--- src/include/fdb_config.svh ---
`ifndef FDB_CONFIG_SVH
`define FDB_CONFIG_SVH

// ====================================================================
// table geometry
// ====================================================================

// station address width
`define FDB_MAC_W 48

// one bit per switch port
`define FDB_PORT_W 16

// bucket index, width of the hash
`define FDB_IDX_W 10

// buckets per way
`define FDB_DEPTH 1024

`endif

--- src/hdl/fdb_ctrl_pkg.sv ---
package fdb_ctrl_pkg;

  // search opcode, encoded like the se_source pin
  typedef enum logic {
    SE_LOOKUP = 1'b0,
    SE_LEARN  = 1'b1
  } se_op_e;

  // request stage, one search in flight at a time
  typedef enum logic {
    REQ_IDLE = 1'b0,
    REQ_BUSY = 1'b1
  } req_state_e;

endpackage

--- src/hdl/fdb_entry_pkg.sv ---
package fdb_entry_pkg;

  `include "fdb_config.svh"

  // address, port map and bucket index of the table
  typedef logic [`FDB_MAC_W-1:0]  mac_t;
  typedef logic [`FDB_PORT_W-1:0] portmap_t;
  typedef logic [`FDB_IDX_W-1:0]  bucket_idx_t;

  // one stored word of a way
  // valid bit is kept apart so reset can clear it
  typedef struct packed {
    mac_t     mac;
    portmap_t portmap;
  } fdb_word_t;

endpackage

--- src/hdl/fdb_resolve_stage.sv ---
`timescale 1ns/1ps

module fdb_resolve_stage
  import fdb_entry_pkg::*, fdb_ctrl_pkg::*;
(
  input  logic        clk,
  input  logic        rstn,
  input  logic        cmp_vld,
  input  se_op_e      cmp_op,
  input  mac_t        cmp_mac,
  input  portmap_t    cmp_portmap,
  input  bucket_idx_t cmp_idx,
  input  logic        hit0,
  input  logic        hit1,
  input  logic        valid0,
  input  logic        valid1,
  input  portmap_t    stored0_portmap,
  input  portmap_t    stored1_portmap,
  output logic        se_ack,
  output logic        se_nak,
  output portmap_t    se_result,
  output logic        wr_en0,
  output logic        wr_en1,
  output bucket_idx_t wr_idx,
  output mac_t        wr_mac,
  output portmap_t    wr_portmap
);

  logic     ack_c;
  logic     wr0_c;
  logic     wr1_c;
  logic     res_upd;
  portmap_t res_c;

  // ====================================================================
  // learn / lookup decision
  // ====================================================================
  always_comb begin
    ack_c   = 1'b0;
    wr0_c   = 1'b0;
    wr1_c   = 1'b0;
    res_upd = 1'b0;
    res_c   = ~cmp_portmap;
    case (cmp_op)
      SE_LEARN: begin
        // refresh a match first, then fill a free way
        if (hit0) begin
          wr0_c = 1'b1;
        end else if (hit1) begin
          wr1_c = 1'b1;
        end else if (!valid0) begin
          wr0_c = 1'b1;
        end else if (!valid1) begin
          wr1_c = 1'b1;
        end
        // bucket full with no match gives nak
        ack_c = wr0_c || wr1_c;
      end
      SE_LOOKUP: begin
        res_upd = 1'b1;
        if (hit0) begin
          ack_c = 1'b1;
          res_c = stored0_portmap;
        end else if (hit1) begin
          ack_c = 1'b1;
          res_c = stored1_portmap;
        end
        // miss floods to every port but the source ones
      end
      default: ;
    endcase
  end

  // ====================================================================
  // registered answer and table write
  // ====================================================================
  always_ff @(posedge clk or negedge rstn) begin
    if (!rstn) begin
      se_ack    <= 1'b0;
      se_nak    <= 1'b0;
      wr_en0    <= 1'b0;
      wr_en1    <= 1'b0;
      se_result <= '0;
    end else begin
      se_ack <= cmp_vld && ack_c;
      se_nak <= cmp_vld && !ack_c;
      wr_en0 <= cmp_vld && wr0_c;
      wr_en1 <= cmp_vld && wr1_c;
      // learn keeps the last lookup result
      if (cmp_vld && res_upd) begin
        se_result <= res_c;
      end
    end
  end

  // write data is shared by both ways
  always_ff @(posedge clk) begin
    if (cmp_vld) begin
      wr_idx     <= cmp_idx;
      wr_mac     <= cmp_mac;
      wr_portmap <= cmp_portmap;
    end
  end

endmodule

--- config.mk ---
export PLATFORM = sky130hd
export DESIGN_NAME = fdb_resolve_stage
export DESIGN_NICKNAME = d
export VERILOG_FILES = /design/src/hdl/fdb_ctrl_pkg.sv /design/src/hdl/fdb_entry_pkg.sv /design/src/hdl/fdb_resolve_stage.sv
export VERILOG_INCLUDE_DIRS = /design/src /design/src/include
export SDC_FILE = /design/constraint.sdc
export NUM_CORES = 1
export LEC_CHECK = 0
export ABC_AREA = 1
export BUFFER_PORTS_ARGS = -buffer_cell sky130_fd_sc_hd__buf_4
export CAP_MARGIN = 20
export CORE_MARGIN = 8
export CORE_UTILIZATION = 45
export DETAILED_ROUTE_END_ITERATION = 7
export GPL_ROUTABILITY_DRIVEN = 0
export GPL_TIMING_DRIVEN = 0
export PLACE_DENSITY = 0.88
export SKIP_LAST_GASP = 1
export SLEW_MARGIN = 10
export SYNTH_ARGS = -nofsm -noshare
export SYNTH_HDL_FRONTEND = slang
export SYNTH_SLANG_ARGS = --single-unit
--- constraint.sdc ---
create_clock -name clk -period 0.9 [get_ports clk]
set_clock_uncertainty 0.05 [all_clocks]
set_input_delay 0.18 -clock clk [delete_from_list [all_inputs] [get_ports clk]]
set_output_delay 0.18 -clock clk [all_outputs]
set_load 0.05 [all_outputs]
==> flow_summary.yaml <==
sta:
  post-route-min-period_ns: 1.353
  rsz0062_at_grt: "yes"
  timing_hold_violations_final: 0
  setup_viol: 95
  slew_viol_final: 0
  fmax_ghz: 0.7392
  final.setup.worst_slack_ns: -0.4528
  worst_pin_slew_ns: 0.4425
  final_min_period_over_clock_period: 1.503
  slew-limit-headroom: 0.7019
global_route:
  first_global_vias: 3612
  grt_first_pass_wirelength_mm: 24.75
  antenna_found_initial: 2
  grt_use_total: 0.3415
  grt_overflow_total: 0
  largest_net_degree_at_the_start_of_global_routing: 78
floorplan:
  floorplan.initialDensity: 0.4627
  core.rowCount: 31
  dieArea_um2: 10430
  fp.dieW_um: 102.1
  die_height_um: 102.1
  ioPinCount: 208
  coreArea_um2: 7214
run_status:
  outcome: "finished, violations left"
  failed_checks: "negative setup slack"
finish:
  final_cells: 637
  layout.nets: 645
  layout-drive-gt1-share: 0.4571
  multi_input_comb_area_um2: 541.8
  finish.instance_area_um2: 6464
  area_of_all_sequential_standard_cells_um2: 2723
  syn2layout_area_growth_pct: 93.63
  num-fill-cells: 289
logic_synthesis:
  register_area_share_after_synthesis: 0.8156
  ys_seq_elements: 94
  count_of_flip_flops_with_a_built_in_enable_after_synthesis: 74
  ys_dominant_reg_cell: "sky130_fd_sc_hd__edfxtp_1"
  post_synth_instance_area_um2: 3338
  synth_cells: 233
  synth.cells.most_frequent: "sky130_fd_sc_hd__edfxtp_1 (74), sky130_fd_sc_hd__nand2_1 (51), sky130_fd_sc_hd__nor2_1 (36)"
  synth_top_area_share: 0.6657
  yosysUniqueCellTypes: 17
  synth-async-reset-ratio: 0.2128
  avg_inst_size_synth_um2: 14.33
  synth_area_leader_cell: "sky130_fd_sc_hd__edfxtp_1"
  most_common_cell_in_the_netlist: "sky130_fd_sc_hd__edfxtp_1"
  yosys-top-cells-area: "sky130_fd_sc_hd__edfxtp_1 (67%), sky130_fd_sc_hd__dfrtp_1 (15%), sky130_fd_sc_hd__nand2_1 (5.7%)"
  postSynthNetCount: 347
  synthesis.yosys.warnings: 0
flow_run:
  maxCapViolCount: 0
hold_path:
  hold_path_class: "primary input to register"
clocking:
  clk_pin_slew_ns: 0.11
  cts_tree: "built"
  clk_root_buffer_cell: "sky130_fd_sc_hd__clkbuf_8"
  cts_made_buffers: 9
  clock_insertion_delay_worst_skew_ns: 0.37
  htreeDepth: 3
  clock-sinks: 94
  cts_max_path_buffers: 2
critical_path:
  worst-endpoint-arrival_ns: 1.12
  worstPathCellList: "buf_6"
  timing.critical_path.slowest_cell_delay_ns: 0.52
  cpLargestDelayFamily: "flip-flops"
  required_ns: 0.67
  critical_path.startpoint_type: "register"
  critical-path-slowest-cell: "sky130_fd_sc_hd__edfxtp_1"
  worst-path-max-fanout: 1
  timing.critical_path.buf_inv: 1
  endpoint_kind: "output pin"
  setup.worst_path.class: "register to output pin"
route:
  drt-wirelength-per-cell_um: 29.83
  wl_met1_mm: 6.462
  routed_wl_mm: 19.00
  total_met2_wirelength_after_detailed_routing_mm: 8.761
  routed-via-count: 3660
  routed.top_layer: "met4"
  routed-wl-met3_mm: 2.655
  antenna_violating_nets_post_route: 0
  drt-initial-drc-count: 477
  avgViaCountPerCell: 5.746
  remaining_drc_errors: 0
  firstDrtPassIters: 5
power_and_ir_drop:
  total_power_density_per_cell_area_nw_per_um2: 1907
  vdd.ir_drop.worst_v: 0.001203
  power.static_leakage_uw: 0.002949
placement:
  placed_area_um2: 5001
  post-place-cells: 537
  portBuffers: 205
  detailedPlacementHpwl_mm: 9.466
[cell families after synthesis]
kind of cell | share of synthesized area
compound gates | 0.04947
flops | 0.8156
simple gates | 0.1057
buf+inv | 0.02923
[through the flow]
step | setup TNS [ns] | worst slack, ns | util | hold slack [ns] | power (uW)
3_5_place_dp | -49.50 | -0.8537 | 0.6932 | 0.02625 | 8175
2_1_floorplan | 0 | 0.009139 | - | -0.1656 | 6937
3_3_place_gp | -47.03 | -0.7838 | 0.6932 | 0.02182 | 8084
4_1_cts | -25.83 | -0.3201 | 0.8826 | 0.01034 | 11820
5_1_grt | -31.18 | -0.4573 | 0.8956 | 0.04333 | 12580
6_report | -29.05 | -0.4528 | 0.8959 | 0.006859 | 12330
[power breakdown]
part           internal [uW]  switching [uW]
sequential              5110             303
combinational           1440            2210
clock                   1570            1690
total                   8120            4200
[placed cells by master, fill, tap and decap left out, drive strengths merged, types with 5 or more instances in the layout]
cell type / Yosys / layout
buf: 9 / 218
edfxtp: 74 / 74
dlygate4sd3: 0 / 69
nand2: 52 / 52
nor2: 36 / 36
o21ai: 32 / 32
dfrtp: 20 / 20
clkbuf: 1 / 14
dlymetal6s4s: 0 / 6
inv: 4 / 5
[state kept, by name (all words and copies together) (netlist names)]
name,flops
se_ack,1
wr_en0,1
se_result,16
wr_idx,10
se_nak,1
wr_mac,48
wr_portmap,16
wr_en1,1
[path summary, 6_finish.rpt]
check,end,depth (start not counted),slack (ns),from
min,wr_en1$_DFF_PN0_,3,0.007,cmp_op
max,wr_mac[15],1,-0.45,wr_mac[15]$_DFFE_PP_
min in group asynchronous,se_result[1]$_DFFE_PN0P_,2,0.16,rstn
max reg2reg,se_result[15]$_DFFE_PN0P_,3,0.03,se_result[15]$_DFFE_PN0P_
max in group asynchronous,se_result[10]$_DFFE_PN0P_,2,0.42,rstn
min reg2reg,se_result[1]$_DFFE_PN0P_,2,0.48,se_result[1]$_DFFE_PN0P_
[metal layers]
metal	GRT usage	vias to the layer above
met5	0	-
met2	0.5552	424
met3	0.1253	97
met1	0.3954	1736
li1	-	1403
met4	0.1524	0
[layout make-up]
class | instances | area share
Clock inverter | 6 | 0.01316
Inverter | 4 | 0.003097
Tap cell | 99 | 0.01916
Antenna cell | 2 | 0.0007743
Timing Repair Buffer | 287 | 0.4262
Sequential cell | 94 | 0.4212
Multi-Input combinational cell | 125 | 0.08382
Clock buffer | 10 | 0.01974
Buffer | 10 | 0.01278
[what timing repair did]
action,CTS,global route
pin swaps,0,14
hold buffers,75,0
setup endpoints to repair,188,108
gates resized for setup,98,27
setup buffers,4,7
gates cloned,0,1
hold endpoints to repair,94,0
Power figures use the tool's default switching activity.
