$ cat src/include/fdb_config.svh
`ifndef FDB_CONFIG_SVH
`define FDB_CONFIG_SVH

// ====================================================================
// table geometry
// ====================================================================

// station address width
`define FDB_MAC_W 48

// one bit per switch port
`define FDB_PORT_W 16

// bucket index, width of the hash
`define FDB_IDX_W 10

// buckets per way
`define FDB_DEPTH 1024

`endif

$ cat src/hdl/fdb_ctrl_pkg.sv
package fdb_ctrl_pkg;

  // search opcode, encoded like the se_source pin
  typedef enum logic {
    SE_LOOKUP = 1'b0,
    SE_LEARN  = 1'b1
  } se_op_e;

  // request stage, one search in flight at a time
  typedef enum logic {
    REQ_IDLE = 1'b0,
    REQ_BUSY = 1'b1
  } req_state_e;

endpackage

$ cat src/hdl/fdb_entry_pkg.sv
package fdb_entry_pkg;

  `include "fdb_config.svh"

  // address, port map and bucket index of the table
  typedef logic [`FDB_MAC_W-1:0]  mac_t;
  typedef logic [`FDB_PORT_W-1:0] portmap_t;
  typedef logic [`FDB_IDX_W-1:0]  bucket_idx_t;

  // one stored word of a way
  // valid bit is kept apart so reset can clear it
  typedef struct packed {
    mac_t     mac;
    portmap_t portmap;
  } fdb_word_t;

endpackage

$ cat src/hdl/fdb_req_stage.sv
`timescale 1ns/1ps

module fdb_req_stage
  import fdb_entry_pkg::*, fdb_ctrl_pkg::*;
(
  input  logic        clk,
  input  logic        rstn,
  input  logic        se_req,
  input  logic        se_source,
  input  mac_t        se_mac,
  input  portmap_t    se_portmap,
  input  bucket_idx_t se_hash,
  input  logic        se_ack,
  input  logic        se_nak,
  output logic        rd_en,
  output bucket_idx_t rd_idx,
  output se_op_e      req_op,
  output mac_t        req_mac,
  output portmap_t    req_portmap
);

  req_state_e state;

  // ====================================================================
  // idle / busy control
  // ====================================================================
  always_ff @(posedge clk or negedge rstn) begin
    if (!rstn) begin
      state <= REQ_IDLE;
      rd_en <= 1'b0;
    end else begin
      // read strobe lasts a single cycle
      rd_en <= 1'b0;
      case (state)
        REQ_IDLE: begin
          if (se_req) begin
            rd_en <= 1'b1;
            state <= REQ_BUSY;
          end
        end
        REQ_BUSY: begin
          // answer seen, back to idle on the next edge
          if (se_ack || se_nak) begin
            state <= REQ_IDLE;
          end
        end
        default: state <= REQ_IDLE;
      endcase
    end
  end

  // request fields, held until the answer
  // rd_idx also serves as bucket index downstream
  always_ff @(posedge clk) begin
    if (state == REQ_IDLE && se_req) begin
      rd_idx      <= se_hash;
      req_op      <= se_op_e'(se_source);
      req_mac     <= se_mac;
      req_portmap <= se_portmap;
    end
  end

endmodule

$ cat config.mk
export PLATFORM = sky130hd
export DESIGN_NAME = fdb_req_stage
export DESIGN_NICKNAME = d
export VERILOG_FILES = /design/src/hdl/fdb_ctrl_pkg.sv /design/src/hdl/fdb_entry_pkg.sv /design/src/hdl/fdb_req_stage.sv
export VERILOG_INCLUDE_DIRS = /design/src /design/src/include
export SDC_FILE = /design/constraint.sdc
export NUM_CORES = 1
export LEC_CHECK = 0
export BUFFER_PORTS_ARGS = -buffer_cell sky130_fd_sc_hd__buf_2
export CAP_MARGIN = 20
export CORE_UTILIZATION = 44
export DETAILED_ROUTE_END_ITERATION = 16
export GPL_ROUTABILITY_DRIVEN = 0
export GPL_TIMING_DRIVEN = 0
export PLACE_DENSITY = 0.84
export SLEW_MARGIN = 20
export SYNTH_ARGS = -nofsm -noshare
export SYNTH_HDL_FRONTEND = slang
export SYNTH_SLANG_ARGS = --single-unit
$ cat constraint.sdc
create_clock -name clk -period 6 [get_ports clk]
set_clock_uncertainty 0.05 [all_clocks]
set_input_delay 0.3 -clock clk [delete_from_list [all_inputs] [get_ports clk]]
set_output_delay 0.3 -clock clk [all_outputs]
set_load 0.03 [all_outputs]
==> results of run 1 <==
-- cell families (layout without fill, tap and decap cells) --
group	Yosys count	after routing	share of synthesized area, %
simple gates	2	2	0.752
compound gates	1	1	0.323
buf+inv	0	174	0
flops	77	77	98.9
-- registers in the layout, summed over array words and instances, names as in the netlist --
| name | flops |
|---|---|
| req_portmap | 16 |
| rd_idx | 10 |
| req_op | 1 |
| req_mac | 48 |
| state | 1 |
| rd_en | 1 |
-- worst max-delay path: stages (launching register included) --
cell	delay [ns]
dfrtp_1	0.41
nor2b_4	0.54
buf_16	0.26
buf_12	0.21
-- what timing repair did --
item | 4_1_cts | 5_1_grt
hold endpoints to repair | 2 | 0
resized for setup | 0 | 0
buffers inserted | 0 | 0
hold buffers | 1 | 0
-- synthesized netlist by cell type --
| master | n | area share [%] |
|---|---|---|
| a21o_1 | 1 | 0.32 |
| dfrtp_1 | 2 | 2.2 |
| nor2b_4 | 1 | 0.59 |
| edfxtp_1 | 75 | 97 |
| nor2_1 | 1 | 0.16 |
-- power by group --
group          internal [mW]  switching [mW]
clock network          0.192           0.172
registers              0.632         0.00751
logic                 0.0451          0.0981
-- final timing paths --
kind	end	slack, ns	depth (start not counted)	startpoint
max in group asynchronous	state	5.58	2	rstn
worst min-delay path	req_portmap[13]	0.09	1	se_portmap[13]
worst max register to register	req_mac[3]	4.23	3	state
worst max-delay path	req_mac[3]	4.23	3	state
worst min register to register	state	0.49	1	state
min in group asynchronous	rd_en	0.23	2	rstn
-- routing by layer --
metal / wire, µm / vias up / GRT usage, %
li1: - / 663 / -
met1: 1400 / 640 / 14.3
met2: 2210 / 101 / 27.4
met3: 482 / 20 / 6.16
met4: 210 / 0 / 15.3
met5: 0 / - / 0
-- final cells by class --
cell class / count / area [µm²]
Sequential cell: 77 / 2300
Fill cell: 377 / 1670
Clock buffer: 10 / 128
Tap cell: 70 / 87.6
Clock inverter: 6 / 63.8
Multi-Input combinational cell: 3 / 25.0
Timing Repair Buffer: 158 / 833
==> flow_summary.ini, run 1 <==
[job]
maxCapViolCount = 0

[global_route]
grt_pass1_vias = 1341
track_usage_pct = 16.1
grt_max_degree = 31
grt_overflow = 0
antenna_found_initial = 0
grt_pass1_wl_mm = 6.05

[sta]
whs_ns = 0.0881
drv_slew = 0
tightest_slew_ns = 0.652
period_share_pct = 29.5
maxSlewHeadroom_pct = 56.4
rsz0062_at_grt = no
timing.fmax_mhz = 566
finalWorstSetupSlack_ns = 4.23
setup_viol = 0
hold_viol = 0
min_period_ns = 1.77
tns_ns = 0

[clocking]
path_clk_slew_ns = 0.08
clock_sinks = 77
clockBufferDepth = 2
clk_latency_ns = 0.32
cts_tree = done
cts_root_buffer = clkbuf_8
htreeDepth = 3
numCtsBuffers = 9

[run_status]
status = finished clean

[placed_design]
portBuffers = 155
dp_cells = 307
post-place-ws_ns = 4.20
place_area_um2 = 3240

[detailed_routing]
num_vias = 1424
viasPerCell = 4.40
drtAntennaViolNets = 0
wl_per_cell_um = 13.3
totalWireLength_mm = 4.30
drc = 0
dr.pass1.iters = 4
dr.first_iter.drc_count = 67

[floorplan]
core_area_um2 = 5110
rows = 26
die_w_um = 74.7
pin_count = 156
die_h_um = 74.7
dieArea_um2 = 5580
initial_core_util_pct = 45.6

[pwr]
p_leak_nw = 1.49
fin_total_pwr_mw = 1.15
peakVddDrop_mv = 0.191
powerDensity_nw_per_um2 = 333

[yosys]
synth_seq_cells = 77
seq_area_frac_synth_pct = 98.9
synth_cell_types = 5
syn_nets = 160
syn-mean-instance-area_um2 = 29.1
netlist_area_um2 = 2330
ys_warn_count = 0
netlist_instances = 80

[final_layout]
fin_area_um2 = 3440
area_growth_pct = 47.8
final_common_cell = buf_2
nNetsFinal = 329
antennaDiodeCount = 0
drive_above_1_share_pct = 67.3
finish.utilization_pct = 67.3
instances_no_fill = 324
final_cell_mix = 155 x buf_2, 75 x edfxtp_1, 9 x clkbuf_8

[setup_path]
worstPathArrival_ns = 1.75
start_kind = register
crit_path_max_fanout = 30
cp.required_ns = 5.98
crit_path_end_kind = register
path_class = reg2reg

[hold_path]
min_path_type = in2reg
(Power assumes the default switching activity.)
==> inputs of run 2 (changes only) <==
Settings changed: CORE_UTILIZATION 44 to 41, PLACE_DENSITY 0.84 to 0.79.
Clock period 6 ns to 1.8 ns, I/O delays scaled along.
==> run 2 against run 1 <==
Against the previous run: register-to-register slack worse by 4.1 ns; wire length is 49% higher; largest cell class unchanged; critical endpoint is now req_mac[27]; largest power group unchanged; die area is 7.1% higher.
==> flow_summary.ini, run 2 (synthesis results as in run 1) <==
[final_layout]
largest_reg_flops = 48
reg.largest.list = req_mac (48), req_portmap (16), rd_idx (10)
nNetsFinal = 405
antennaDiodeCount = 0
max_flop_register = req_mac
final_cell_mix = 155 x buf_2, 76 x dlygate4sd3_1, 75 x edfxtp_1
area_growth_pct = 79.1
drive_above_1_share_pct = 51.8
instances_no_fill = 402
final_common_cell = buf_2
fin_area_um2 = 4170
fill_cells = 346

[floorplan]
initial_core_util_pct = 42.5
pin_count = 156
rows = 27
dieArea_um2 = 5980
die_w_um = 77.3
die_h_um = 77.3
core_area_um2 = 5470

[pwr]
powerDensity_nw_per_um2 = 918
p_seq_share_pct = 56.0
power_frac_clock_pct = 27.7
peakVddDrop_mv = 0.649
intPower_mw = 2.86
netSwitchingPower_mw = 0.969
switching_share_pct = 25.3
fin_total_pwr_mw = 3.83
combPwrFrac_pct = 16.4
p_leak_nw = 1.78

[sta]
maxSlewHeadroom_pct = 57.0
rsz0062_at_grt = no
hold_viol = 0
tightest_slew_ns = 0.642
timing.fmax_mhz = 602
min_period_ns = 1.66
finalWorstSetupSlack_ns = 0.138
setup_viol = 0
drv_slew = 0
tns_ns = 0
period_share_pct = 92.3

[global_route]
grt_overflow = 0
track_usage_pct = 22.3
grt_pass1_wl_mm = 9.51
grt_max_degree = 28
grt_pass1_vias = 1818
antenna_found_initial = 0

[placed_design]
place_area_um2 = 3240
post-place-ws_ns = -0.0292
dp_cells = 309
portBuffers = 155

[clocking]
cts_root_buffer = clkbuf_8
htreeDepth = 3
cts_resized = 0
cts_tree = done
clock_sinks = 77
path_clk_slew_ns = 0.07
cts_setup_buffers = 0
clk_latency_ns = 0.32
clockBufferDepth = 2
numCtsBuffers = 9

[detailed_routing]
drc = 0
viasPerCell = 4.33
num_vias = 1741
dr.pass1.iters = 4
dr.first_iter.drc_count = 103
wl_per_cell_um = 16.0
totalWireLength_mm = 6.43
drtAntennaViolNets = 0

[run_status]
status = finished clean

[setup_path]
critPathLaunch = state
crit_path_end_kind = register
cp.required_ns = 1.78
start_kind = register
worstPathArrival_ns = 1.64
path_class = reg2reg
timing.rr.start = state
crit_path_max_fanout = 27

[job]
maxCapViolCount = 0

[hold_path]
min_path_type = in2reg
min_from = se_ack
-- run 2: changes by cell type in the layout (fill, tap and decap cells not counted) --
cell           before  now
clkinv_4            3    0
nor2b_2             0    1
bufinv_16           1    0
clkinv_2            0    1
clkinvlp_4          0    2
dlygate4sd3_1       1   76
clkbuf_1            1    2
-- run 2: through the flow --
step / hold WS (ns) / util [%]
after floorplan: -0.256 / -
after global placement: -0.176 / 58.3
after detailed placement: -0.174 / 59.2
after CTS: 0.00536 / 76.2
after global routing: 0.0141 / 76.2
final: 0.0245 / 76.2
-- run 2: worst max-delay path: stages, from the launching register on --
cell,delay [ns]
dfrtp_1,0.45
nor2b_4,0.40
buf_12,0.26
buf_16,0.20
-- run 2: power by group through the flow --
stage / combinational (mW) / sequential, mW / clock [mW]
floorplan: 0.0447 / 2.40 / 0
global route: 0.658 / 2.15 / 1.17
CTS: 0.620 / 2.14 / 1.08
detailed placement: 0.485 / 2.17 / 0
finish: 0.626 / 2.14 / 1.06
global placement: 0.455 / 2.17 / 0
-- run 2: layer usage --
layer,up-vias,global-route usage (%),part of all wire (%)
met5,-,0,0
met1,819,24.2,37
met3,10,5.76,7.1
met2,99,41.2,55
li1,813,-,-
met4,0,8.68,1.6
-- run 2: layout make-up --
type	count	area (µm²)	area share, %
Sequential cell	77	2300	55.2
Timing Repair Buffer	233	1580	38.0
Clock buffer	11	131	3.15
Tap cell	72	90.1	2.16
Multi-Input combinational cell	4	33.8	0.810
Clock inverter	5	27.5	0.660
-- run 2: repair_timing --
item / in CTS / in global routing
setup endpoints to repair: 27 / 0
hold endpoints to repair: 77 / 0
hold buffers: 76 / 0
-- run 2: final timing paths --
check | end | slack, ns | cells past startpoint
hold / removal | state | 0.02 | 3
setup reg to reg | req_mac[27] | 0.14 | 3
hold reg to reg | state | 0.58 | 1
min in group asynchronous | state | 0.04 | 2
max in group asynchronous | rd_en | 1.57 | 2
setup / recovery | req_mac[27] | 0.14 | 3
==> inputs of run 3 (changes only) <==
Settings changed: CORE_MARGIN from default to 3.
==> run 3 against run 2 <==
Against the previous run: register-to-register slack gained 0.16 ns; sequential cell count stayed put; critical endpoint is now req_mac[6]; highest routed layer unchanged; non-clock buffer count is 2 higher; sequential share of layout area down 0.66 points; worst setup slack better by 0.16 ns.
==> flow_summary.ini, run 3 (synthesis results as in run 1) <==
[clocking]
clockBufferDepth = 2
cts_root_buffer = clkbuf_8
clock_sinks = 77
numCtsBuffers = 9
cts_resized = 0
cts_tree = done
path_clk_slew_ns = 0.08
cts_setup_buffers = 0
htreeDepth = 3
clk_latency_ns = 0.34

[sta]
min_period_ns = 1.51
rsz0062_at_grt = no
whs_ns = 0.00910
hold_viol = 0
finalWorstSetupSlack_ns = 0.293
drv_slew = 0
maxSlewHeadroom_pct = 56.8
timing.fmax_mhz = 664
setup_viol = 0
period_share_pct = 83.7
tightest_slew_ns = 0.646

[final_layout]
max_flop_register = req_mac
nNetsFinal = 407
drive_above_1_share_pct = 52.4
largest_reg_flops = 48
area_growth_pct = 81.3
final_common_cell = buf_2
reg.largest.list = req_mac (48), req_portmap (16), rd_idx (10)
final_cell_mix = 155 x buf_2, 78 x dlygate4sd3_1, 75 x edfxtp_1
fill_cells = 283

[setup_path]
critPathBufInv = 1
critical_path.top_delay_family = flip-flops
reg2reg_to = req_mac[6]
crit_path_max_fanout = 30
reg2reg_depth = 2
r2r_slack_ns = 0.29
crit_path_end_kind = register
start_kind = register
cpPeakStageDelay_ns = 0.44
timing.rr.start = state
path_class = reg2reg
cp.required_ns = 1.79
crit_slowest_cell = dfrtp_1
worstPathArrival_ns = 1.50
crit_chain = nor2b_4, buf_12

[detailed_routing]
drtAntennaViolNets = 0
totalWireLength_mm = 7.46
drc = 0
dr.first_iter.drc_count = 91
num_vias = 1820
viasPerCell = 4.52
wl_per_cell_um = 18.5
dr.pass1.iters = 4

[floorplan]
pin_count = 156
rows = 26
core_area_um2 = 5300
die_h_um = 81.3
die_w_um = 81.3
initial_core_util_pct = 43.9
dieArea_um2 = 6620

[pwr]
powerDensity_nw_per_um2 = 955
p_seq_share_pct = 53.2
fin_total_pwr_mw = 4.03
combPwrFrac_pct = 15.8
peakVddDrop_mv = 0.671
switching_share_pct = 25.5
intPower_mw = 3.00
power_frac_clock_pct = 30.9
p_leak_nw = 1.81
netSwitchingPower_mw = 1.03

[global_route]
grt_overflow = 0
grt_pass1_wl_mm = 10.2
grt_max_degree = 31
antenna_found_initial = 1
track_usage_pct = 22.9
grt_pass1_vias = 1998

[job]
maxCapViolCount = 0

[placed_design]
portBuffers = 155
post-place-ws_ns = 0.0875
dp_hpwl_mm = 3.95

[hold_path]
min_path_type = in2async

[run_status]
status = finished clean
## run 3: worst max path at each step
stage	slack, ns	cells after the start	from	to
after detailed placement	0.09	2	state	req_mac[35]
after global routing	0.22	2	state	rd_idx[7]
after global placement	-0.54	1	state	req_mac[13]
final	0.29	2	state	req_mac[6]
after CTS	0.06	2	state	req_mac[6]
after floorplan	-0.21	1	state	rd_idx[0]
## run 3: power groups by stage
stage | registers [mW] | clock network (mW) | logic, mW
6_report | 2.14 | 1.25 | 0.638
4_1_cts | 2.13 | 1.26 | 0.619
3_5_place_dp | 2.17 | 0 | 0.490
5_1_grt | 2.15 | 1.34 | 0.672
2_1_floorplan | 2.40 | 0 | 0.0447
3_3_place_gp | 2.18 | 0 | 0.459
## run 3: metrics by stage
stage	cell area (µm²)	std cells	TNS (ns)	utilization, %
after floorplan	2330	80	-15.77	-
after global placement	3190	305	-41.02	60.2
after detailed placement	3240	307	0	61.1
after CTS	4190	399	0	79.0
after global routing	4220	403	0	79.6
final	4220	403	0	79.6
## run 3: final cells by class
cell class | instances | area, µm² | area share (%)
Antenna cell | 1 | 2.50 | 0.0593
Sequential cell | 77 | 2300 | 54.6
Clock buffer | 9 | 124 | 2.94
Tap cell | 70 | 87.6 | 2.08
Clock inverter | 7 | 65.1 | 1.54
Timing Repair Buffer | 235 | 1600 | 38.0
Multi-Input combinational cell | 4 | 33.8 | 0.801
## run 3: metal layers
layer / wire [µm] / GRT usage [%] / vias up
li1: - / - / 818
met1: 2560 / 22.9 / 851
met2: 3950 / 40.1 / 133
met3: 757 / 11.2 / 18
met4: 186 / 9.46 / 0
met5: 0 / 0 / -
## run 3: repair_timing
action | in CTS | in global routing
endpoints found under the setup margin | 0 | 30
hold buffers | 76 | 2
endpoints found under the hold margin | 77 | 1
