**src/include/fdb_config.svh**
```systemverilog
`ifndef FDB_CONFIG_SVH
`define FDB_CONFIG_SVH

// ====================================================================
// table geometry
// ====================================================================

// station address width
`define FDB_MAC_W 48

// one bit per switch port
`define FDB_PORT_W 16

// bucket index, width of the hash
`define FDB_IDX_W 10

// buckets per way
`define FDB_DEPTH 1024

`endif

```
**src/hdl/fdb_ctrl_pkg.sv**
```systemverilog
package fdb_ctrl_pkg;

  // search opcode, encoded like the se_source pin
  typedef enum logic {
    SE_LOOKUP = 1'b0,
    SE_LEARN  = 1'b1
  } se_op_e;

  // request stage, one search in flight at a time
  typedef enum logic {
    REQ_IDLE = 1'b0,
    REQ_BUSY = 1'b1
  } req_state_e;

endpackage

```
**src/hdl/fdb_entry_pkg.sv**
```systemverilog
package fdb_entry_pkg;

  `include "fdb_config.svh"

  // address, port map and bucket index of the table
  typedef logic [`FDB_MAC_W-1:0]  mac_t;
  typedef logic [`FDB_PORT_W-1:0] portmap_t;
  typedef logic [`FDB_IDX_W-1:0]  bucket_idx_t;

  // one stored word of a way
  // valid bit is kept apart so reset can clear it
  typedef struct packed {
    mac_t     mac;
    portmap_t portmap;
  } fdb_word_t;

endpackage

```
**src/hdl/fdb_match_stage.sv**
```systemverilog
`timescale 1ns/1ps

`include "fdb_config.svh"

module fdb_match_stage
  import fdb_entry_pkg::*, fdb_ctrl_pkg::*;
(
  input  logic        clk,
  input  logic        rstn,
  input  logic        rd_en,
  input  se_op_e      req_op,
  input  mac_t        req_mac,
  input  portmap_t    req_portmap,
  input  bucket_idx_t rd_idx,
  input  logic        way0_valid,
  input  logic        way1_valid,
  input  mac_t        way0_mac,
  input  mac_t        way1_mac,
  input  portmap_t    way0_portmap,
  input  portmap_t    way1_portmap,
  output logic        cmp_vld,
  output se_op_e      cmp_op,
  output mac_t        cmp_mac,
  output portmap_t    cmp_portmap,
  output bucket_idx_t cmp_idx,
  output logic        hit0,
  output logic        hit1,
  output logic        valid0,
  output logic        valid1,
  output portmap_t    stored0_portmap,
  output portmap_t    stored1_portmap
);

  localparam int HALF_W = `FDB_MAC_W / 2;

  logic ram_vld;
  logic hit0_c;
  logic hit1_c;

  // address compared in two halves, shorter carry chains
  assign hit0_c = way0_valid &&
                  (req_mac[0+:HALF_W] == way0_mac[0+:HALF_W]) &&
                  (req_mac[HALF_W+:HALF_W] == way0_mac[HALF_W+:HALF_W]);
  assign hit1_c = way1_valid &&
                  (req_mac[0+:HALF_W] == way1_mac[0+:HALF_W]) &&
                  (req_mac[HALF_W+:HALF_W] == way1_mac[HALF_W+:HALF_W]);

  // ram output is valid one cycle after the read strobe
  always_ff @(posedge clk or negedge rstn) begin
    if (!rstn) begin
      ram_vld <= 1'b0;
      cmp_vld <= 1'b0;
    end else begin
      ram_vld <= rd_en;
      cmp_vld <= ram_vld;
    end
  end

  always_ff @(posedge clk) begin
    if (ram_vld) begin
      cmp_op          <= req_op;
      cmp_mac         <= req_mac;
      cmp_portmap     <= req_portmap;
      cmp_idx         <= rd_idx;
      hit0            <= hit0_c;
      hit1            <= hit1_c;
      valid0          <= way0_valid;
      valid1          <= way1_valid;
      stored0_portmap <= way0_portmap;
      stored1_portmap <= way1_portmap;
    end
  end

endmodule

```
**config.mk**
```make
export PLATFORM = sky130hd
export DESIGN_NAME = fdb_match_stage
export DESIGN_NICKNAME = d
export VERILOG_FILES = /design/src/hdl/fdb_ctrl_pkg.sv /design/src/hdl/fdb_entry_pkg.sv /design/src/hdl/fdb_match_stage.sv
export VERILOG_INCLUDE_DIRS = /design/src /design/src/include
export SDC_FILE = /design/constraint.sdc
export NUM_CORES = 1
export LEC_CHECK = 0
export BUFFER_PORTS_ARGS = -buffer_cell sky130_fd_sc_hd__buf_2
export CORE_AREA = 2 2 124 126
export DETAILED_ROUTE_END_ITERATION = 6
export DIE_AREA = 0 0 126 128
export PLACE_DENSITY = 0.68
export SLEW_MARGIN = 25
export SYNTH_ARGS = -nofsm -noshare
export SYNTH_HDL_FRONTEND = slang
export SYNTH_SLANG_ARGS = --single-unit
export TNS_END_PERCENT = 50
```
**constraint.sdc**
```tcl
create_clock -name clk -period 5.1 [get_ports clk]
set_input_delay 1.02 -clock clk [delete_from_list [all_inputs] [get_ports clk]]
set_output_delay 1.02 -clock clk [all_outputs]
set_load 0.05 [all_outputs]
```
==> metrics.txt, run 1 <==
status completed; Pwr Density 386.4 mW/mm2; Starting Density 30.07%; GR Overflow Total 0; First-pass DRT Iterations 5; Synth top area share 74.58%; Leakage 3.072 nW; Worst Hold Class input port to async pin; fin area 0.006897 mm2; residual DRC count 0; post-cts sizing count 0; CP arrival 2.52 ns; CP cell instances buf_2 -> xor2_1 -> a2111o_1 -> or4_4 -> nor4_2; Cell Rows 45; Post-Syn Instances 250; internal cell power 0.001928 W; crit-path leading delay family simple AND/OR/NAND/NOR gates; clock skew 0.005683 ns; Routed Antenna Nets 0; Net Sw Power 0.0007367 W; Post-Place Cells 758; vias in the first global route 3596; Area Growth Syn to Fin 54.31%; Worst Path Max Fanout 3; clock buffer depth 2; Nets 797; Clock Latency Late Sink 0.40 ns; non-filler cells, final 791; Fin. Hold Viols 0; layout cells sized above 1 58.80%; DP Wirelength 11280 um; syn_area_per_cell 17.88 um2; mapped cell area 0.004469 mm2; Buf/Inv on CP 1; post-placement cell area 0.006312 mm2; Crit path required time 5.33 ns; top cells by area, synth edfxtp_1 (75%), xor2_1 (15%), xnor2_1 (2.9%); sequential-to-total area share from yosys stat 75.70%; Seq pwr share 41.2%; post-layout util 46.40%; slowest CP cell or4_4; Total Die Area 0.01613 mm2; worst setup margin 2.814 ns; Startpoint Class input port; Die Height 128 um; max cap viols 0; largest area contributor in the synthesized netlist edfxtp_1; dpl ws 2.396 ns; max-slew violation count 0; setup TNS 0 ns; clk slew on worst S/H paths 0.05 ns; DRT iter0 DRCs 132; Placeable Area 0.01486 mm2; CTS tree yes; yosys warns 0; Port Buf Inserts 319; routability congestion estimate 0.7707; relative slew slack 43.77%; Tmin final 2.286 ns; fillers 1360; crit path capture type register; total CTS buffers 17; Avg WL per Cell 17.61 um; post-synth cell types 20; sw frac 27.64%; fmax 437.5 MHz; Setup CP Type input port to register; final WL 13930 um; Setup Fix Bufs, Post-CTS 0; CTS Hold Bufs 0; Total GRT Usage 16.91%; H-tree Lvls 4; initial antenna violation count 0; Final Cycle Share 44.82%; delay of the slowest critical-path stage 0.51 ns; reg-to-reg slack, setup 3.03 ns; worst-margin pin slew 0.8435 ns; final setup violation count 0; largest net degree at the start of global routing 62; clock sink count 113; Die X 126 um; first-pass GRT wire length 20030 um; RSZ-0062 raised after global routing false; combinational share of power 15.1%; Max VDD drop 202.2 uV; vias per inst 4.326; routed via count 3422; Yosys reg bits 113; share of total power in the clock network 43.7%; Syn Nets 458; I/O pin count 320; root buf cell clkbuf_16
## stage by stage
step	power, W	hold slack, ns
2_1_floorplan	0.001350	0.7244
3_3_place_gp	0.001519	0.8100
3_5_place_dp	0.001526	0.8065
4_1_cts	0.002706	0.3725
5_1_grt	0.002767	0.3787
6_report	0.002665	0.3929
## cells in the mapped netlist
cell type	count
xnor2_1	15
nor2b_1	4
nor4_2	1
dfrtp_1	2
nor3_1	1
a221oi_1	1
or4_1	1
nand2b_1	1
edfxtp_1	111
a2111oi_0	1
a2111o_1	1
inv_1	5
o21ai_0	1
nand4_1	6
nand3_1	3
nor4_1	18
or4_4	1
nand2_1	1
o221ai_1	2
xor2_1	74
## registers in the layout, indices dropped and copies added (netlist names), 10 cells and up
name,count
cmp_idx,10
cmp_portmap,16
cmp_mac,48
stored1_portmap,16
stored0_portmap,16
## cell type report
| class | count | area (um2) | area share (%) |
|---|---|---|---|
| Sequential cell | 113 | 3387 | 49.11 |
| Timing Repair Buffer | 320 | 1604 | 23.26 |
| Multi-Input combinational cell | 132 | 1067 | 15.48 |
| Clock buffer | 18 | 429.2 | 6.223 |
| Tap cell | 188 | 235.2 | 3.411 |
| Clock inverter | 14 | 152.6 | 2.213 |
| Inverter | 5 | 18.77 | 0.2721 |
| Antenna cell | 1 | 2.502 | 0.03628 |
## worst paths after layout
| check | start | endpoint | cells after the start |
|---|---|---|---|
| setup / recovery | req_mac[45] | hit1 | 5 |
| hold / removal | rstn | cmp_vld | 1 |
| setup reg to reg | ram_vld | cmp_idx[0] | 1 |
| hold reg to reg | ram_vld | stored0_portmap[14] | 0 |
| max in group asynchronous | rstn | ram_vld | 1 |
| min in group clk | rd_en | ram_vld | 1 |
## placed cells by master, fill, tap and decap left out, types with 4 or more instances in the layout
| cell type | instances |
|---|---|
| clkbuf_16 | 17 |
| buf_2 | 319 |
| nand4_1 | 6 |
| inv_1 | 5 |
| xor2_1 | 74 |
| nor4_1 | 18 |
| inv_6 | 5 |
| xnor2_1 | 15 |
| edfxtp_1 | 111 |
| nor2b_1 | 4 |
## cells by family (layout without fill, tap and decap cells)
family | after synthesis | in the layout | share of synthesized area [%]
buf+inv | 5 | 357 | 0.4200
other cells | 0 | 1 | 0
xor+xnor | 89 | 89 | 17.44
compound gates | 6 | 6 | 1.148
flops | 113 | 113 | 75.70
simple gates | 37 | 37 | 5.291
## routing by layer
metal | up-vias | global-route usage, % | share of wire [%]
li1 | 1628 | - | -
met1 | 1570 | 19.60 | 39
met2 | 210 | 28.62 | 50
met3 | 14 | 5.885 | 8.7
met4 | 0 | 7.175 | 2.1
met5 | - | 0 | 0
## power groups by stage
stage	registers [W]	logic [W]	clock network (W)
final	0.00110	0.000402	0.00116
after global routing	0.00110	0.000427	0.00124
after CTS	0.00110	0.000409	0.00120
after detailed placement	0.00112	0.000408	0
after global placement	0.00112	0.000403	0
after floorplan	0.00129	0.0000575	0
(Power assumes the default switching activity.)
==> inputs of run 2 (changes only) <==
- ABC_AREA: unset -> 1
- CORE_AREA: 2 2 124 126 -> 2 2 125 127
- DIE_AREA: 0 0 126 128 -> 0 0 127 129
- PLACE_DENSITY: 0.68 -> 0.72
- clock period: 5.1 -> 2.21 ns (I/O delays scaled with it)
==> metrics.txt, run 2 <==
clock skew 0.006272 ns; Leakage 3.796 nW; initial antenna violation count 4; vias per inst 4.299; Syn Nets 700; largest family of logic cells by synthesized area simple AND/OR/NAND/NOR gates; Seq pwr share 38.9%; clk slew on worst S/H paths 0.06 ns; Tmin final 1.529 ns; GR Overflow Total 0; internal cell power 0.004702 W; Yosys reg bits 113; Total Die Area 0.01638 mm2; xor/xnor cell area share of the yosys netlist 5.240%; max cap viols 0; routability congestion estimate 0.8884; Routed Antenna Nets 0; First-pass DRT Iterations 4; Fin. Hold Viols 0; CTS Hold Bufs 1; Crit path required time 1.77 ns; final WL 17190 um; largest area contributor in the synthesized netlist edfxtp_1; multiplexer area fraction after synthesis 0%; Cell Rows 45; Fin Hold WS 0.1355 ns; Total GRT Usage 20.66%; Clock Latency Late Sink 0.41 ns; final setup violation count 0; post-layout util 50.35%; Area Growth Syn to Fin 50.37%; Final Cycle Share 69.20%; Pwr Density 861.4 mW/mm2; post-synthesis adder-cell area fraction 0%; Die X 127 um; relative slew slack 65.94%; Worst Path Max Fanout 1; RSZ-0062 raised after global routing false; layout cells sized above 1 42.15%; share of total power in the clock network 45.4%; Max VDD drop 451.4 uV; combinational share of power 15.7%; Worst Hold Class input port to register; syn_area_per_cell 10.19 um2; crit path capture type primary output; most common cell after layout, fill and taps aside buf_2; FFs w/ async S/R, synth 1.770%; non-filler cells, final 1035; clock buffer depth 2; vias in the first global route 4336; mapped cell area 0.005015 mm2; yosys warns 0; sw frac 27.62%; number of flip-flops in the largest register 48; residual DRC count 0; setup TNS 0 ns; Startpoint Class register; Simple-Gate Fraction of Synth Area 16.79%; slowest CP cell edfxtp_1; most frequent cells after synthesis nand2_1 (164), edfxtp_1 (111), inv_1 (96); CP arrival 1.09 ns; Avg WL per Cell 16.61 um; Net Sw Power 0.001794 W; fmax 653.9 MHz; Synth Area in Compound Gates 3.244%; Port Buf Inserts 319; root buf cell clkbuf_16; H-tree Lvls 4; total CTS buffers 17; reg-to-reg slack, setup 0.79 ns; Post-Place Cells 1002; post-cts sizing count 0; fin area 0.007541 mm2; I/O pin count 320; first-pass GRT wire length 24340 um; Post-synth EDFFs 111; post-placement cell area 0.006898 mm2; commonest cells after routing, fill and taps aside buf_2 (319), nand2_1 (164), edfxtp_1 (111), inv_1 (96), nor2_1 (47); crit-path leading delay family flip-flops; Nets 1042; DP Wirelength 14230 um; routed via count 4449; DRT iter0 DRCs 203; CTS tree yes; Die Height 129 um; Diodes inserted 0; max-slew violation count 0; worst-margin pin slew 0.5110 ns; Buf/Inv on CP 1; clock sink count 113; sequential-to-total area share from yosys stat 67.47%; Placeable Area 0.01498 mm2; Starting Density 33.48%; status completed; top cells by area, synth edfxtp_1 (66%), nand2_1 (12%), inv_1 (7.2%); Largest Register cmp_mac; largest net degree at the start of global routing 39; fillers 1395; Synth top area share 66.47%; most frequent cell after synthesis nand2_1; delay of the slowest critical-path stage 0.39 ns; Post-Syn Instances 492; predominant post-synthesis flop cell edfxtp_1; CP cell instances buf_2; Setup CP Type register to primary output; post-synth cell types 14; Setup Fix Bufs, Post-CTS 0
run 2: cell count changes in the layout (fill, tap and decap cells not counted), moves of 3 or more:
cell	before	now
nand2_1	1	164
inv_1	5	96
xor2_1	74	6
nor2_1	0	47
o21ai_0	1	31
nor4_1	18	0
xnor2_1	15	24
nand4_1	6	2
nor2b_1	4	0
clkinv_2	3	0
run 2: logic make-up (layout without fill, tap and decap cells):
logic type / after synthesis / in the layout
flops: 113 / 113
xor+xnor: 30 / 30
compound gates: 32 / 32
simple gates: 220 / 220
buf+inv: 97 / 452
run 2: power groups by stage:
stage                     clock (W)  sequential, W  combinational (W)
after detailed placement          0        0.00257            0.00103
after floorplan                   0        0.00298           0.000198
after global placement            0        0.00257            0.00102
final                       0.00295        0.00253            0.00102
after global routing        0.00308        0.00254            0.00111
after CTS                   0.00300        0.00253            0.00104
run 2: worst paths after layout:
path	depth (start not counted)	start	end
setup reg to reg	1	ram_vld	cmp_portmap[4]
hold reg to reg	0	ram_vld	cmp_vld
setup / recovery	1	hit1	hit1
max in group asynchronous	2	rstn	ram_vld
min in group asynchronous	2	rstn	ram_vld
hold / removal	1	rd_en	ram_vld
run 2: routing by layer:
metal  vias to the layer above  global-route usage [%]  wire (um)
met3                        30                   7.069       1369
met4                         8                   7.434        416
met2                       205                   38.17       8934
li1                       2242                       -          -
met5                         -                       0         47
met1                      1964                   21.95       6424
run 2: layout make-up:
cell class / count / area [um2] / area share (%)
clock buffer: 18 / 429.2 / 5.691
clock inverter: 14 / 203.9 / 2.705
inverter: 97 / 364.1 / 4.828
multi-input combinational: 282 / 1267 / 16.81
sequential: 113 / 3387 / 44.91
tap: 188 / 235.2 / 3.119
timing repair buffer: 323 / 1654 / 21.93
run 2: metrics by stage:
stage	total power, W	setup slack (ns)
after CTS	0.006563	0.6652
final	0.006496	0.6806
after global placement	0.003590	0.6066
after floorplan	0.003175	0.2516
after detailed placement	0.003602	0.5824
after global routing	0.006725	0.6760
==> inputs of run 3 (changes only) <==
- CORE_AREA: 2 2 125 127 -> 2 2 124 126
- DIE_AREA: 0 0 127 129 -> 0 0 126 128
- PLACE_DENSITY: 0.72 -> 0.75
- clock period: 2.21 -> 1.25 ns (I/O delays scaled with it)
==> metrics.txt, run 3 (synthesis results as in run 2) <==
number of flip-flops in the largest register 48; commonest cells after routing, fill and taps aside buf_2 (222), nand2_1 (164), edfxtp_1 (111), inv_1 (96), buf_6 (76); status finished with violations; Buf/Inv on CP 1; RSZ-0062 raised after global routing true; vias per inst 4.384; Design Power 0.01159 W; worst-margin pin slew 0.3226 ns; internal cell power 0.008411 W; max-slew violation count 0; Routed Antenna Nets 0; relative slew slack 78.26%; layout cells sized above 1 42.57%; Placeable Area 0.01486 mm2; first-pass GRT wire length 26450 um; worst hold start way1_portmap[3]; sw frac 27.42%; First-pass DRT Iterations 4; worst setup margin -0.03644 ns; total CTS buffers 17; most common cell after layout, fill and taps aside buf_2; Die X 126 um; reg-to-reg slack, setup 0.12 ns; Setup Fix Bufs, Post-CTS 0; Setup CP Type register to primary output; Final Cycle Share 102.9%; combinational share of power 18.4%; clock skew 0.006114 ns; delay of the slowest critical-path stage 0.39 ns; Fin Hold WS 0.01530 ns; clock buffer depth 2; Crit path required time 1.00 ns; Tmin final 1.286 ns; Area Growth Syn to Fin 68.99%; Leakage 4.177 nW; Total Die Area 0.01613 mm2; final setup violation count 4; worst reg2reg path startpoint ram_vld; Post-Place Cells 1026; max cap viols 0; Pwr Density 1368 mW/mm2; Max VDD drop 869.0 uV; clk slew on worst S/H paths 0.05 ns; CP startpoint cmp_idx[6]; Worst Hold Class input port to register; CTS tree yes; root buf cell clkbuf_16; residual DRC count 0; Worst Path Max Fanout 1; I/O pin count 320; Clock Latency Late Sink 0.41 ns; routed via count 4752; CP arrival 1.04 ns; post-layout util 57.01%; Startpoint Class register; failing checks setup timing; fmax 777.3 MHz; DRT iter0 DRCs 279; crit-path leading delay family flip-flops; Fin. Hold Viols 0; initial antenna violation count 4; GR Overflow Total 0; Port Buf Inserts 319; final WL 18460 um; slowest CP cell edfxtp_1; DP Wirelength 14370 um; Avg WL per Cell 17.03 um; Nets 1090; largest net degree at the start of global routing 27; crit path capture type primary output; CP cell instances buf_2; Starting Density 33.74%; vias in the first global route 4886; H-tree Lvls 4; non-filler cells, final 1084; Seq pwr share 38.8%; clock sink count 113; Die Height 128 um; share of total power in the clock network 42.8%; routability congestion estimate 0.8788; Net Sw Power 0.003178 W; Largest Register cmp_mac; Total GRT Usage 22.32%; Cell Rows 45
## run 3: changes by cell type in the layout (fill, tap and decap cells not counted)
cell,before,now
diode_2,0,1
clkinvlp_4,3,5
clkinv_4,4,0
dlygate4sd3_1,1,25
clkbuf_8,0,1
buf_12,2,3
clkinv_2,0,3
buf_6,0,76
buf_4,1,45
bufinv_16,4,3
buf_2,319,222
inv_6,3,2
## run 3: final cells by class
cell class	instances	area, um2
fill	1268	6390
sequential	113	3387
timing repair buffer	371	2615
multi-input combinational	282	1267
clock buffer	19	442.9
inverter	97	364.1
tap	188	235.2
clock inverter	13	160.2
antenna	1	2.502
## run 3: metrics by stage
stage	setup WS [ns]	area, um2	setup TNS (ns)
after floorplan	-0.2535	5019	-28.21
after global placement	-0.1382	7091	-0.2450
after detailed placement	-0.1415	7091	-0.2757
after CTS	-0.02294	8247	-0.1323
after global routing	-0.05957	8474	-0.6418
final	-0.03644	8474	-0.05405
## run 3: metal layers
| layer | vias to the layer above | part of all wire (%) | GRT usage, % |
|---|---|---|---|
| met4 | 6 | 2.6 | 8.662 |
| met5 | - | 0.22 | 0 |
| met1 | 2137 | 35 | 23.28 |
| met2 | 241 | 54 | 41.56 |
| met3 | 37 | 7.8 | 7.262 |
| li1 | 2331 | - | - |
## run 3: power groups by stage
stage | Clock, W | Combinational (W) | Sequential, W
after floorplan | 0 | 0.000350 | 0.00526
after global placement | 0 | 0.00188 | 0.00452
after detailed placement | 0 | 0.00190 | 0.00453
after CTS | 0.00504 | 0.00207 | 0.00447
after global routing | 0.00524 | 0.00228 | 0.00451
final | 0.00496 | 0.00214 | 0.00450
## run 3: final timing paths
| check | to | cells past startpoint |
|---|---|---|
| worst max-delay path | cmp_idx[6] | 1 |
| worst min-delay path | stored1_portmap[3] | 1 |
| worst max register to register | hit1 | 1 |
| worst min register to register | cmp_vld | 0 |
| max in group asynchronous | ram_vld | 2 |
| min in group asynchronous | cmp_vld | 2 |
## run 3: repair_timing
action | CTS | global route
hold buffers | 25 | 0
resized for setup | 105 | 92
endpoints found under the setup margin | 73 | 92
gates cloned | 0 | 0
hold endpoints to repair | 26 | 0
